===== src/xike_defines.svh =====
`ifndef XIKE_DEFINES_SVH
`define XIKE_DEFINES_SVH

// Samples carried by one comb beat
`define XIKE_LANES 5

// Channel space and threshold table size
`define XIKE_NUM_CH 32
`define XIKE_CH_W 5

// Signed sample and threshold width
`define XIKE_SAMPLE_W 16

// Frame counter width
`define XIKE_FRAME_W 16

// Host side
`define XIKE_FIFO_DEPTH 16
`define XIKE_WORD_W 32

`endif

===== src/xike_pkg.sv =====
`include "xike_defines.svh"

package xike_pkg;

  // One filtered beat, lane k uses ch[k] and sample[k]
  // Samples are two's complement
  typedef struct packed {
    logic [`XIKE_LANES-1:0][`XIKE_CH_W-1:0]     ch;
    logic [`XIKE_LANES-1:0][`XIKE_SAMPLE_W-1:0] sample;
  } mua_comb_t;

  // Single serialized sample with its frame stamp
  typedef struct packed {
    logic [`XIKE_CH_W-1:0]            ch;
    logic signed [`XIKE_SAMPLE_W-1:0] sample;
    logic [`XIKE_FRAME_W-1:0]         frame;
  } mua_beat_t;

  // Host word, channel in the upper half
  // Lower half is the sample or the frame
  typedef struct packed {
    logic [`XIKE_WORD_W/2-1:0] ch;
    logic [`XIKE_WORD_W/2-1:0] data;
  } host_word_t;

  typedef enum logic {
    SER_IDLE,
    SER_SHIFT
  } ser_state_e;

endpackage


===== src/xike_top.sv =====
`timescale 1ns/1ps
`include "xike_defines.svh"

module xike_top (
  input  logic                      bus_clk,
  input  logic                      reset,
  input  logic                      thr_wr,
  input  logic                      thr_rd,
  input  logic [`XIKE_CH_W-1:0]     thr_addr,
  input  logic [`XIKE_SAMPLE_W-1:0] thr_wdata,
  output logic [`XIKE_SAMPLE_W-1:0] thr_rdata,
  input  logic                      spi_running,
  input  logic                      mua_comb_valid,
  input  xike_pkg::mua_comb_t       mua_comb,
  output logic                      mua_comb_ready,
  input  logic                      mua_rd,
  output xike_pkg::host_word_t      mua_data,
  output logic                      mua_empty,
  input  logic                      spk_rd,
  output xike_pkg::host_word_t      spk_data,
  output logic                      spk_empty,
  output logic                      overflow
);

  import xike_pkg::*;

  mua_beat_t                 beat;
  logic                      beat_valid;
  logic [`XIKE_SAMPLE_W-1:0] lookup_thr;
  host_word_t                mua_word;
  host_word_t                spk_word;
  logic                      mua_wr;
  logic                      spk_wr;
  logic                      ovf_mua;
  logic                      ovf_spk;

  thr_bank i_thr_bank (
    .bus_clk    (bus_clk),
    .reset      (reset),
    .thr_wr     (thr_wr),
    .thr_rd     (thr_rd),
    .thr_addr   (thr_addr),
    .thr_wdata  (thr_wdata),
    .thr_rdata  (thr_rdata),
    .lookup_ch  (beat.ch),
    .lookup_thr (lookup_thr)
  );

  mua_serializer i_mua_serializer (
    .bus_clk        (bus_clk),
    .reset          (reset),
    .spi_running    (spi_running),
    .mua_comb_valid (mua_comb_valid),
    .mua_comb       (mua_comb),
    .mua_comb_ready (mua_comb_ready),
    .beat_valid     (beat_valid),
    .beat           (beat)
  );

  spk_detect i_spk_detect (
    .bus_clk     (bus_clk),
    .reset       (reset),
    .spi_running (spi_running),
    .beat_valid  (beat_valid),
    .beat        (beat),
    .thr         (lookup_thr),
    .mua_wr      (mua_wr),
    .spk_wr      (spk_wr),
    .mua_word    (mua_word),
    .spk_word    (spk_word)
  );

  // Every sample word
  host_fifo i_mua_fifo (
    .bus_clk (bus_clk),
    .reset   (reset),
    .wr      (mua_wr),
    .wdata   (mua_word),
    .rd      (mua_rd),
    .rdata   (mua_data),
    .empty   (mua_empty),
    .ovf     (ovf_mua)
  );

  // Channel and frame of each spike
  host_fifo i_spk_fifo (
    .bus_clk (bus_clk),
    .reset   (reset),
    .wr      (spk_wr),
    .wdata   (spk_word),
    .rd      (spk_rd),
    .rdata   (spk_data),
    .empty   (spk_empty),
    .ovf     (ovf_spk)
  );

  // Sticky until reset
  always_ff @(posedge bus_clk) begin
    if (reset) begin
      overflow <= 1'b0;
    end else if (ovf_mua || ovf_spk) begin
      overflow <= 1'b1;
    end
  end

endmodule


===== src/host_fifo.sv =====
`timescale 1ns/1ps
`include "xike_defines.svh"

module host_fifo #(
  parameter int DEPTH = `XIKE_FIFO_DEPTH
) (
  input  logic                 bus_clk,
  input  logic                 reset,
  input  logic                 wr,
  input  xike_pkg::host_word_t wdata,
  input  logic                 rd,
  output xike_pkg::host_word_t rdata,
  output logic                 empty,
  output logic                 ovf
);

  import xike_pkg::*;

  localparam int AW = (DEPTH > 1) ? $clog2(DEPTH) : 1;
  localparam int CW = $clog2(DEPTH + 1);

  host_word_t      mem [DEPTH];
  logic [AW-1:0]   wr_ptr;
  logic [AW-1:0]   rd_ptr;
  logic [CW-1:0]   count;
  logic            full;
  logic            do_wr;
  logic            do_rd;

  assign full  = (count == CW'(DEPTH));
  assign empty = (count == '0);
  assign do_wr = wr && !full;
  assign do_rd = rd && !empty;
  // One pulse per dropped word
  assign ovf   = wr && full;

  // First word fall through
  assign rdata = mem[rd_ptr];

  always_ff @(posedge bus_clk) begin
    if (do_wr) begin
      mem[wr_ptr] <= wdata;
    end
  end

  always_ff @(posedge bus_clk) begin
    if (reset) begin
      wr_ptr <= '0;
      rd_ptr <= '0;
      count  <= '0;
    end else begin
      if (do_wr) begin
        wr_ptr <= (wr_ptr == AW'(DEPTH - 1)) ? '0 : wr_ptr + 1'b1;
      end
      if (do_rd) begin
        rd_ptr <= (rd_ptr == AW'(DEPTH - 1)) ? '0 : rd_ptr + 1'b1;
      end
      case ({do_wr, do_rd})
        2'b10:   count <= count + 1'b1;
        2'b01:   count <= count - 1'b1;
        default: count <= count;
      endcase
    end
  end

  a_count_bound: assert property (
    @(posedge bus_clk) disable iff (reset)
    count <= CW'(DEPTH)
  ) else $error("host_fifo: fill count above DEPTH");

endmodule


===== src/spk_detect.sv =====
`timescale 1ns/1ps
`include "xike_defines.svh"

module spk_detect (
  input  logic                      bus_clk,
  input  logic                      reset,
  input  logic                      spi_running,
  input  logic                      beat_valid,
  input  xike_pkg::mua_beat_t       beat,
  input  logic [`XIKE_SAMPLE_W-1:0] thr,
  output logic                      mua_wr,
  output logic                      spk_wr,
  output xike_pkg::host_word_t      mua_word,
  output xike_pkg::host_word_t      spk_word
);

  localparam int PAD_W = `XIKE_WORD_W / 2 - `XIKE_CH_W;

  // Set while a channel sits at or under its threshold
  logic [`XIKE_NUM_CH-1:0]  below;
  logic                     is_below;
  logic [`XIKE_WORD_W/2-1:0] ch_ext;

  assign is_below = $signed(beat.sample) <= $signed(thr);
  assign ch_ext   = {{PAD_W{1'b0}}, beat.ch};

  always_ff @(posedge bus_clk) begin
    if (reset) begin
      mua_wr <= 1'b0;
      spk_wr <= 1'b0;
      below  <= '0;
    end else begin
      mua_wr <= beat_valid;
      // Spike only on the first crossing
      spk_wr <= beat_valid && is_below && !below[beat.ch];

      if (!spi_running) begin
        below <= '0;
      end else if (beat_valid) begin
        below[beat.ch] <= is_below;
      end
    end
  end

  always_ff @(posedge bus_clk) begin
    if (beat_valid) begin
      mua_word.ch   <= ch_ext;
      mua_word.data <= beat.sample;
      spk_word.ch   <= ch_ext;
      spk_word.data <= beat.frame;
    end
  end

  a_spk_has_mua: assert property (
    @(posedge bus_clk) disable iff (reset)
    spk_wr |-> mua_wr
  ) else $error("spk_detect: spike word without MUA word");

endmodule


===== src/mua_serializer.sv =====
`timescale 1ns/1ps
`include "xike_defines.svh"

module mua_serializer (
  input  logic                 bus_clk,
  input  logic                 reset,
  input  logic                 spi_running,
  input  logic                 mua_comb_valid,
  input  xike_pkg::mua_comb_t  mua_comb,
  output logic                 mua_comb_ready,
  output logic                 beat_valid,
  output xike_pkg::mua_beat_t  beat
);

  import xike_pkg::*;

  localparam int IDX_W = $clog2(`XIKE_LANES + 1);

  ser_state_e              state;
  logic [IDX_W-1:0]        lane_idx;
  logic [`XIKE_FRAME_W-1:0] frame_cnt;
  logic [`XIKE_FRAME_W-1:0] frame_q;
  mua_comb_t               comb_q;

  mua_comb_t               src;
  logic [`XIKE_FRAME_W-1:0] frame_src;
  logic                    accept;
  logic                    emit;

  assign mua_comb_ready = (state == SER_IDLE);
  assign accept         = mua_comb_valid && mua_comb_ready;

  // Lane 0 comes straight from the input, the rest from the latched beat
  assign src       = (state == SER_IDLE) ? mua_comb : comb_q;
  assign frame_src = (state == SER_IDLE) ? frame_cnt : frame_q;
  assign emit      = accept ||
                     (state == SER_SHIFT && lane_idx != IDX_W'(`XIKE_LANES));

  always_ff @(posedge bus_clk) begin
    if (reset) begin
      state      <= SER_IDLE;
      lane_idx   <= '0;
      beat_valid <= 1'b0;
      frame_cnt  <= '0;
    end else begin
      beat_valid <= emit;
      // lane_idx points at the next lane to send
      lane_idx   <= emit ? lane_idx + 1'b1 : '0;

      case (state)
        SER_IDLE: begin
          if (accept) begin
            state <= SER_SHIFT;
          end
        end
        SER_SHIFT: begin
          if (!emit) begin
            state <= SER_IDLE;
          end
        end
        default: state <= SER_IDLE;
      endcase

      // Frame count restarts whenever acquisition stops
      if (!spi_running) begin
        frame_cnt <= '0;
      end else if (accept) begin
        frame_cnt <= frame_cnt + 1'b1;
      end
    end
  end

  always_ff @(posedge bus_clk) begin
    if (accept) begin
      comb_q  <= mua_comb;
      frame_q <= frame_cnt;
    end
    if (emit) begin
      beat.ch     <= src.ch[lane_idx];
      beat.sample <= src.sample[lane_idx];
      beat.frame  <= frame_src;
    end
  end

  a_valid_in_shift: assert property (
    @(posedge bus_clk) disable iff (reset)
    beat_valid |-> state == SER_SHIFT
  ) else $error("mua_serializer: beat_valid outside SER_SHIFT");

endmodule


===== src/thr_bank.sv =====
`timescale 1ns/1ps
`include "xike_defines.svh"

module thr_bank (
  input  logic                      bus_clk,
  input  logic                      reset,
  input  logic                      thr_wr,
  input  logic                      thr_rd,
  input  logic [`XIKE_CH_W-1:0]     thr_addr,
  input  logic [`XIKE_SAMPLE_W-1:0] thr_wdata,
  output logic [`XIKE_SAMPLE_W-1:0] thr_rdata,
  input  logic [`XIKE_CH_W-1:0]     lookup_ch,
  output logic [`XIKE_SAMPLE_W-1:0] lookup_thr
);

  // One threshold per channel
  logic [`XIKE_SAMPLE_W-1:0] thr_mem [`XIKE_NUM_CH];

  // Host writes, table starts out all zero
  always_ff @(posedge bus_clk) begin
    if (reset) begin
      for (int i = 0; i < `XIKE_NUM_CH; i++) begin
        thr_mem[i] <= '0;
      end
    end else if (thr_wr) begin
      thr_mem[thr_addr] <= thr_wdata;
    end
  end

  // Host readback, valid the cycle after the strobe
  always_ff @(posedge bus_clk) begin
    if (thr_rd) begin
      thr_rdata <= thr_mem[thr_addr];
    end
  end

  // Detector side lookup
  assign lookup_thr = thr_mem[lookup_ch];

  // Host never writes and reads the table in one cycle
  a_no_wr_rd_overlap: assert property (
    @(posedge bus_clk) disable iff (reset)
    !(thr_wr && thr_rd)
  ) else $error("thr_bank: thr_wr and thr_rd high together");

endmodule


===== config.mk =====
export PLATFORM = sky130hd
export DESIGN_NAME = xike_top
export DESIGN_NICKNAME = d
export VERILOG_FILES = /design/src/xike_pkg.sv /design/src/xike_top.sv /design/src/host_fifo.sv /design/src/spk_detect.sv /design/src/mua_serializer.sv /design/src/thr_bank.sv
export VERILOG_INCLUDE_DIRS = /design/src
export SDC_FILE = /design/constraint.sdc
export NUM_CORES = 2
export LEC_CHECK = 0
export BUFFER_PORTS_ARGS = -buffer_cell sky130_fd_sc_hd__buf_4
export CORE_ASPECT_RATIO = 2
export CORE_MARGIN = 2
export CORE_UTILIZATION = 55
export DETAILED_ROUTE_END_ITERATION = 6
export PLACE_DENSITY_LB_ADDON = 0.1
export RECOVER_POWER = 50
export SETUP_SLACK_MARGIN = 0.1
export SYNTH_ARGS = -nofsm -noshare
export SYNTH_HDL_FRONTEND = slang
export SYNTH_HIERARCHICAL = 1
export SYNTH_SLANG_ARGS = --single-unit
export TNS_END_PERCENT = 5

===== constraint.sdc =====
create_clock -name bus_clk -period 5.6 [get_ports bus_clk]
set_clock_uncertainty 0.2 [all_clocks]
set_input_delay 0.28 -clock bus_clk [delete_from_list [all_inputs] [get_ports bus_clk]]
set_output_delay 0.28 -clock bus_clk [all_outputs]
set_load 0.02 [all_outputs]

Word-level counts from Yosys, hierarchy flattened
Memory sizes are Yosys's and may differ from the RTL's. A register that Yosys moved wholly into a read port is not among the register bits.
Index checks and enable logic that the tools add are counted.
{"block": "word_totals", "reg_bits": 277, "ram_bits": 1184, "out_inout_bits": 84, "memories": 3}
{"memory": "i_thr_bank.thr_mem", "depth": 32, "word_bits": 16, "read_ports": 2, "rd_clocked_by_memory_dff": 2, "wr": 32, "line_no": "thr_bank.sv:17", "text": "logic [`XIKE_SAMPLE_W-1:0] thr_mem [`XIKE_NUM_CH];"}
{"memory": "i_mua_fifo.mem", "depth": 16, "word_bits": 21, "read_ports": 1, "rd_clocked_by_memory_dff": 1, "wr": 1, "line_no": "host_fifo.sv:22", "text": "host_word_t mem [DEPTH];"}
{"memory": "i_spk_fifo.mem", "depth": 16, "word_bits": 21, "read_ports": 1, "rd_clocked_by_memory_dff": 1, "wr": 1, "line_no": "host_fifo.sv:22"}
{"block": "op_classes", "addsub": 10, "order_cmp": 4, "eq_ne": 11, "mux": 37, "bitwise_logic": 3, "n_reduce_logical": 25}
{"op": "2-to-1 mux 105 bit", "count": 1}
{"op": "binary-select mux 16 bit (select 3 bit)", "count": 1}
{"op": "2-to-1 mux 16 bit", "count": 3}
{"op": "bitwise mux 32 bit", "count": 1}
{"op": "2-to-1 mux 4 bit", "count": 8}
{"op": "one-hot mux 5 bit (2 select lines)", "count": 2}
{"op": "adder 16 x 1 -> 16 bit, second input constant", "count": 1}
{"op": "adder 4 x 1 -> 4 bit, second input constant", "count": 4}
{"op": "equality test 4 bit, second input constant", "count": 4}
{"op": "less-or-equal comparator 16 bit", "count": 1}
{"op": "OR reduction 16 bit", "count": 1}
{"op": "binary-select mux 5 bit (select 3 bit)", "count": 1}
{"op": "2-to-1 mux 5 bit", "count": 3}
{"op": "2-to-1 mux 1 bit", "count": 14}
{"op": "logical AND 1 bit", "count": 11}
{"op": "adder 5 x 1 -> 5 bit, second input constant", "count": 2}
{"op": "equality test 5 bit, second input constant", "count": 2}
{"op": "zero test 5 bit", "count": 2}
{"op": "subtractor 5 x 1 -> 5 bit, second input constant", "count": 2}
{"op": "< comparator 5 x 6 -> 1 bit, second input constant", "count": 1}
{"op": "binary-select mux 1 bit (select 5 bit)", "count": 1}
{"op": "demux 1 bit (select 5 bit)", "count": 1}
{"op": "greater-or-equal comparator 5 x 1 -> 1 bit, second input constant", "count": 1}
{"op": "zero test 1 bit", "count": 5}
{"op": "other kinds (10)", "count": 17}

Logic depth before layout (Yosys ltp)
{"block": "logic_depth", "depth_word": 5, "mapped_depth": 16, "ltp_nobuf": 12}

Modules after synthesis
Netlist, hierarchy kept.
{"module": "thr_bank", "n_inst": 1, "cells_each": 2035, "area_per_inst_um2": 28228.3, "seq_area_each_um2": 15855.2}
{"module": "host_fifo (i_spk_fifo)", "n_inst": 1, "cells_each": 827, "area_per_inst_um2": 20573.5, "seq_area_each_um2": 15715.1}
{"module": "host_fifo (i_mua_fifo)", "n_inst": 1, "cells_each": 827, "area_per_inst_um2": 20289.5, "seq_area_each_um2": 15715.1}
{"module": "mua_serializer", "n_inst": 1, "cells_each": 454, "area_per_inst_um2": 7536.0, "seq_area_each_um2": 5144.9}
{"module": "spk_detect", "n_inst": 1, "cells_each": 316, "area_per_inst_um2": 3606.0, "seq_area_each_um2": 1791.7}
{"module": "xike_top", "n_inst": 1, "cells_each": 3, "area_per_inst_um2": 28.8, "seq_area_each_um2": 20.0}

Least setup slack after synthesis
No wires, ideal clock.
{"block": "synth_timing", "path_type": "reg2reg", "startpoint": "register i_mua_fifo.count[2]", "endpoint": "memory i_mua_fifo/mem[1][0] in the netlist's numbering, enable pin", "t_arrival_ps": 4414, "slack_ps": 472, "stages_incl_launch_ff": 7, "n_path_buf": 3, "period_less_slack_ps": 5128, "cell_sequence": "dfxtp_1 > clkbuf_1 > or4_1 > buf_2 > o21ai_2 > buf_4 > nor4b_1"}
{"block": "synth_via", "elab_chain_cells": 5}
{"element": "start: declaration", "line_no": "host_fifo.sv:25", "text": "logic [CW-1:0] count;"}
{"element": "start signal: assignment", "line_no": "host_fifo.sv:59", "text": "2'b10: count <= count + 1'b1;"}
{"element": "start signal: assignment", "line_no": "host_fifo.sv:60", "text": "2'b01: count <= count - 1'b1;"}
{"element": "start signal: assignment", "line_no": "host_fifo.sv:61", "text": "default: count <= count;"}
{"element": "equality test 5 bit", "line_no": "host_fifo.sv:30", "text": "assign full = (count == CW'(DEPTH));"}
{"element": "zero test 1 bit", "line_no": "host_fifo.sv:32", "text": "assign do_wr = wr && !full;"}
{"element": "logical AND 1 bit", "line_no": "host_fifo.sv:32"}
{"element": "2-to-1 mux 1 bit", "line_no": "host_fifo.sv:41", "text": "if (do_wr) begin"}
{"element": "2-to-1 mux 1 bit (not written as such)", "line_no": "host_fifo.sv:42", "text": "mem[wr_ptr] <= wdata;"}
{"element": "end: declaration", "line_no": "host_fifo.sv:22"}
Every way passes these cells.

Final worst setup path
{"block": "layout_timing", "startpoint": "register i_mua_serializer/beat[34] (netlist name)", "endpoint": "register i_spk_detect.below[0]"}
{"block": "layout_via", "elab_chain_cells": 5, "elab_cells_between_ends": 6, "classes_between": "2 x order compare; 3 x mux; 1 x reduce/logical"}
{"element": "< comparator 5 x 6 -> 1 bit (not written as such) or greater-or-equal comparator 5 x 1 -> 1 bit (tied branches)", "line_no": "spk_detect.sv:40", "text": "below[beat.ch] <= is_below;"}
{"element": "logical AND 1 bit (not written as such)", "line_no": "spk_detect.sv:40"}
{"element": "2-to-1 mux 1 bit (not written as such)", "line_no": "spk_detect.sv:40"}
{"element": "demux 1 bit (select 5 bit) *"}
{"element": "bitwise mux 32 bit *", "line_no": "spk_detect.sv:40"}
{"element": "end signal: indexed assignment", "line_no": "spk_detect.sv:40"}
{"element": "end: declaration", "line_no": "spk_detect.sv:20", "text": "logic [`XIKE_NUM_CH-1:0] below;"}
Mark *: on every way between the ends. The rest lies on a longest branch, timed or not.
A chain may end at the register's enable or synchronous reset.

==> impl_metrics.yaml <==
status:
  outcome: "complete, but fails checks"
  violations: "max-capacitance violations, max-slew violations"
cts:
  clkLatencyLatePin_ns: 0.81
  cts_htree_levels: 4
  post_cts_buffers: 0
  path_clk_slew_ns: 0.07
  cts_root_buffer: "clkbuf_16"
  cts_buffers: 165
  ctsHoldBuffers: 159
  cts_tree: "yes"
  cts_sinks: 1836
  cts_resized: 0
  clk_path_buf_depth: 4
timing:
  fmax_ghz: 0.203
  max_slew_margin_pct: -98.2
  finalCritPeriodShare_pct: 88.0
  setup_viol: 0
  worst_pin_slew_ns: 2.97
  whs_ns: 0.0454
  tns_ns: 0
  report.final.slew_viol_count: 283
  period_minus_slack_ns: 4.93
  hold_viol: 0
  rsz0062_at_grt: "no"
power:
  design_power_total_uw: 32100
  powerDensity_nw_per_um2: 358
  leakagePower_uw: 0.0295
  ir_drop_mv: 0.276
global_routing:
  grtUsageTotal_pct: 30.0
  grt_overflow: 0
  grt_pass1_vias: 45369
  grt_antenna_before_repair: 5
  grt_start_max_net_pins: 129
  grt_pass1_wl_mm: 316
route:
  vias: 43305
  ant_nets: 0
  wl_per_cell_um: 32.4
  vias_per_cell: 6.35
  drcViolationCount: 0
  initialDrtViolationCount: 3969
  routed_wl_mm: 221
  drt-pass1-iter-count: 7
floorplan:
  ios: 218
  core_area_um2: 145000
  die_area_um2: 149000
  chipHeight_um: 544
  die_w_um: 274
  rows: 198
  initial_core_util_pct: 55.3
critical_path:
  critPathRequiredTime_ns: 6.10
  r2r_slack_ns: 0.67
  startpoint_type: "register"
  arrival_ns: 5.43
  crit_path_max_fanout: 32
  critPathKind: "reg2reg"
  cp-end-kind: "register"
logic_synthesis:
  yosysTopAreaCell: "edfxtp_1"
  synthTopCellsByArea: "edfxtp_1 (65%), mux4_2 (12%), and2_1 (4.2%), mux2i_1 (3.9%), dfxtp_1 (2.2%)"
  yosysSeqAreaShare_pct: 67.6
  ys_warn_count: 6
  ys.flop_type: "edfxtp_1"
  ys_seq_elements: 1836
  netlist.area_leader.share_pct: 65.4
  async_flop_share_pct: 0
  syn-cell-area_um2: 80300
  ys_types: 76
  synth_edf_count: 1747
  syn_avg_cell_area_um2: 18.0
  synth_cells: 4462
cells_and_area:
  layout-drive-gt1-share_pct: 22.0
  final_core_util_pct: 61.8
  final_common_cell: "edfxtp_1"
  area_growth_pct: 11.8
  fin_nets: 4956
  fillers: 10638
  mostFrequentLayoutCells: "edfxtp_1 (1747), mux4_2 (424), and2_1 (340)"
job:
  drv_cap: 11
placement:
  port_buffers: 217
  dp_hpwl_mm: 140
  gp_congestion: 1.01
hold_path:
  min_path_type: "in2reg"
-- registers in the layout (all words and copies together), names as in the netlist, 3 cells and up, named ones only --
signal and count:
i_mua_fifo/mem 512, i_spk_fifo/mem 512, i_thr_bank/thr_mem 512, i_mua_serializer/comb_q 105, i_mua_serializer/beat 37, i_spk_detect/below 32
i_spk_detect/spk_word 21, i_mua_serializer/frame_cnt 16, i_mua_serializer/frame_q 16, i_spk_detect/mua_word 16, i_thr_bank/thr_rdata 16, i_mua_fifo/count 5
i_spk_fifo/count 5, i_mua_fifo/rd_ptr 4, i_mua_fifo/wr_ptr 4, i_spk_fifo/rd_ptr 4, i_spk_fifo/wr_ptr 4, i_mua_serializer/lane_idx 3
-- Yosys cell counts, drive strengths merged, types with 3 or more instances --
master,n
a31oi,72
nand2b,7
o21ai,49
clkbuf,168
nor3,24
or3b,7
or4,4
edfxtp,1747
ha,35
a21o,3
buf,190
and3b,4
a311o,4
nand3b,7
o211ai,6
or2,35
nor4b,10
nand3,44
nand4,43
mux2,40
xor2,18
o31ai,3
a21oi,93
a22oi,129
o221ai,21
a22o,32
dfxtp,89
and3,5
nor2b,12
mux4,474
or3,9
inv,38
xnor2,4
and2,540
nor2,109
mux2i,310
nand2,58
-- critical path, stage by stage (launching register included) --
cell and delay, ns:
edfxtp_1 0.32, clkbuf_1 0.57, and2_2 0.71, buf_4 0.32, a22o_1 0.18, nor3_1 0.08
a31oi_1 0.60, nand3_1 0.14, inv_1 0.10, ha_1 0.14, nand4_2 0.14, or4_1 0.56
nand2_2 0.12, o211ai_4 0.07, buf_4 0.32, a31oi_1 0.24
-- path summary, 6_finish.rpt --
kind	startpoint	to	cells after the start
max reg2reg	i_mua_serializer/beat[34]	i_spk_detect/below[0]	15
min reg2reg	i_mua_serializer/beat[1]	i_spk_detect/spk_word[1]	0
min	mua_comb[16]	i_mua_serializer/comb_q[16]	2
max	i_mua_serializer/beat[34]	i_spk_detect/below[0]	15
-- power breakdown --
part	internal (uW)	leakage, uW	switching [uW]	total, uW
Sequential	15500	0.0169	520	16000
Combinational	2300	0.0101	2700	5000
Clock	6130	0.00251	4950	11100
Total	24000	0.0295	8170	32100
-- stage by stage --
| stage | setup slack (ns) | instances | instance area (um^2) |
|---|---|---|---|
| floorplan | 0.472 | 4483 | 80300 |
| global placement | 1.23 | 6361 | 83400 |
| detailed placement | 1.17 | 6361 | 83400 |
| CTS | 1.12 | 6809 | 90100 |
| global route | 0.604 | 6812 | 89700 |
| finish | 0.673 | 6816 | 89700 |
-- layout make-up --
type,instances,area (um^2),area share (%)
diodes,7,17.5,0.0195
multi-input cells,2251,23800,26.6
inverters,38,148,0.165
clock inverters,87,762,0.849
clock buffers,202,4380,4.88
flip-flops and latches,1836,54300,60.5
repair buffers,495,3940,4.39
well taps,1900,2380,2.65
-- logic make-up (layout without fill, tap and decap cells) --
kind of cell               after synthesis  in the layout  synth area share (%)
adders and majority gates               35             35                 0.546
AOI/OAI and AO/OA                      421            421                  3.80
other                                    1             29               0.00467
buffers and inverters                  396            822                  2.88
and+or+nand+nor                        927            927                  6.99
xor gates and xnor gates                22             22                 0.240
muxes                                  824            824                  18.0
DFF                                   1836           1836                  67.6
-- metal layers --
metal	vias up	GRT usage [%]	routed length [um]
met5	-	0	16
met4	2	21.4	19300
met3	581	3.60	10600
met2	1604	52.4	115000
met1	22677	34.0	76400
li1	18441	-	-
Note: power is estimated with default switching activity, not from simulation.
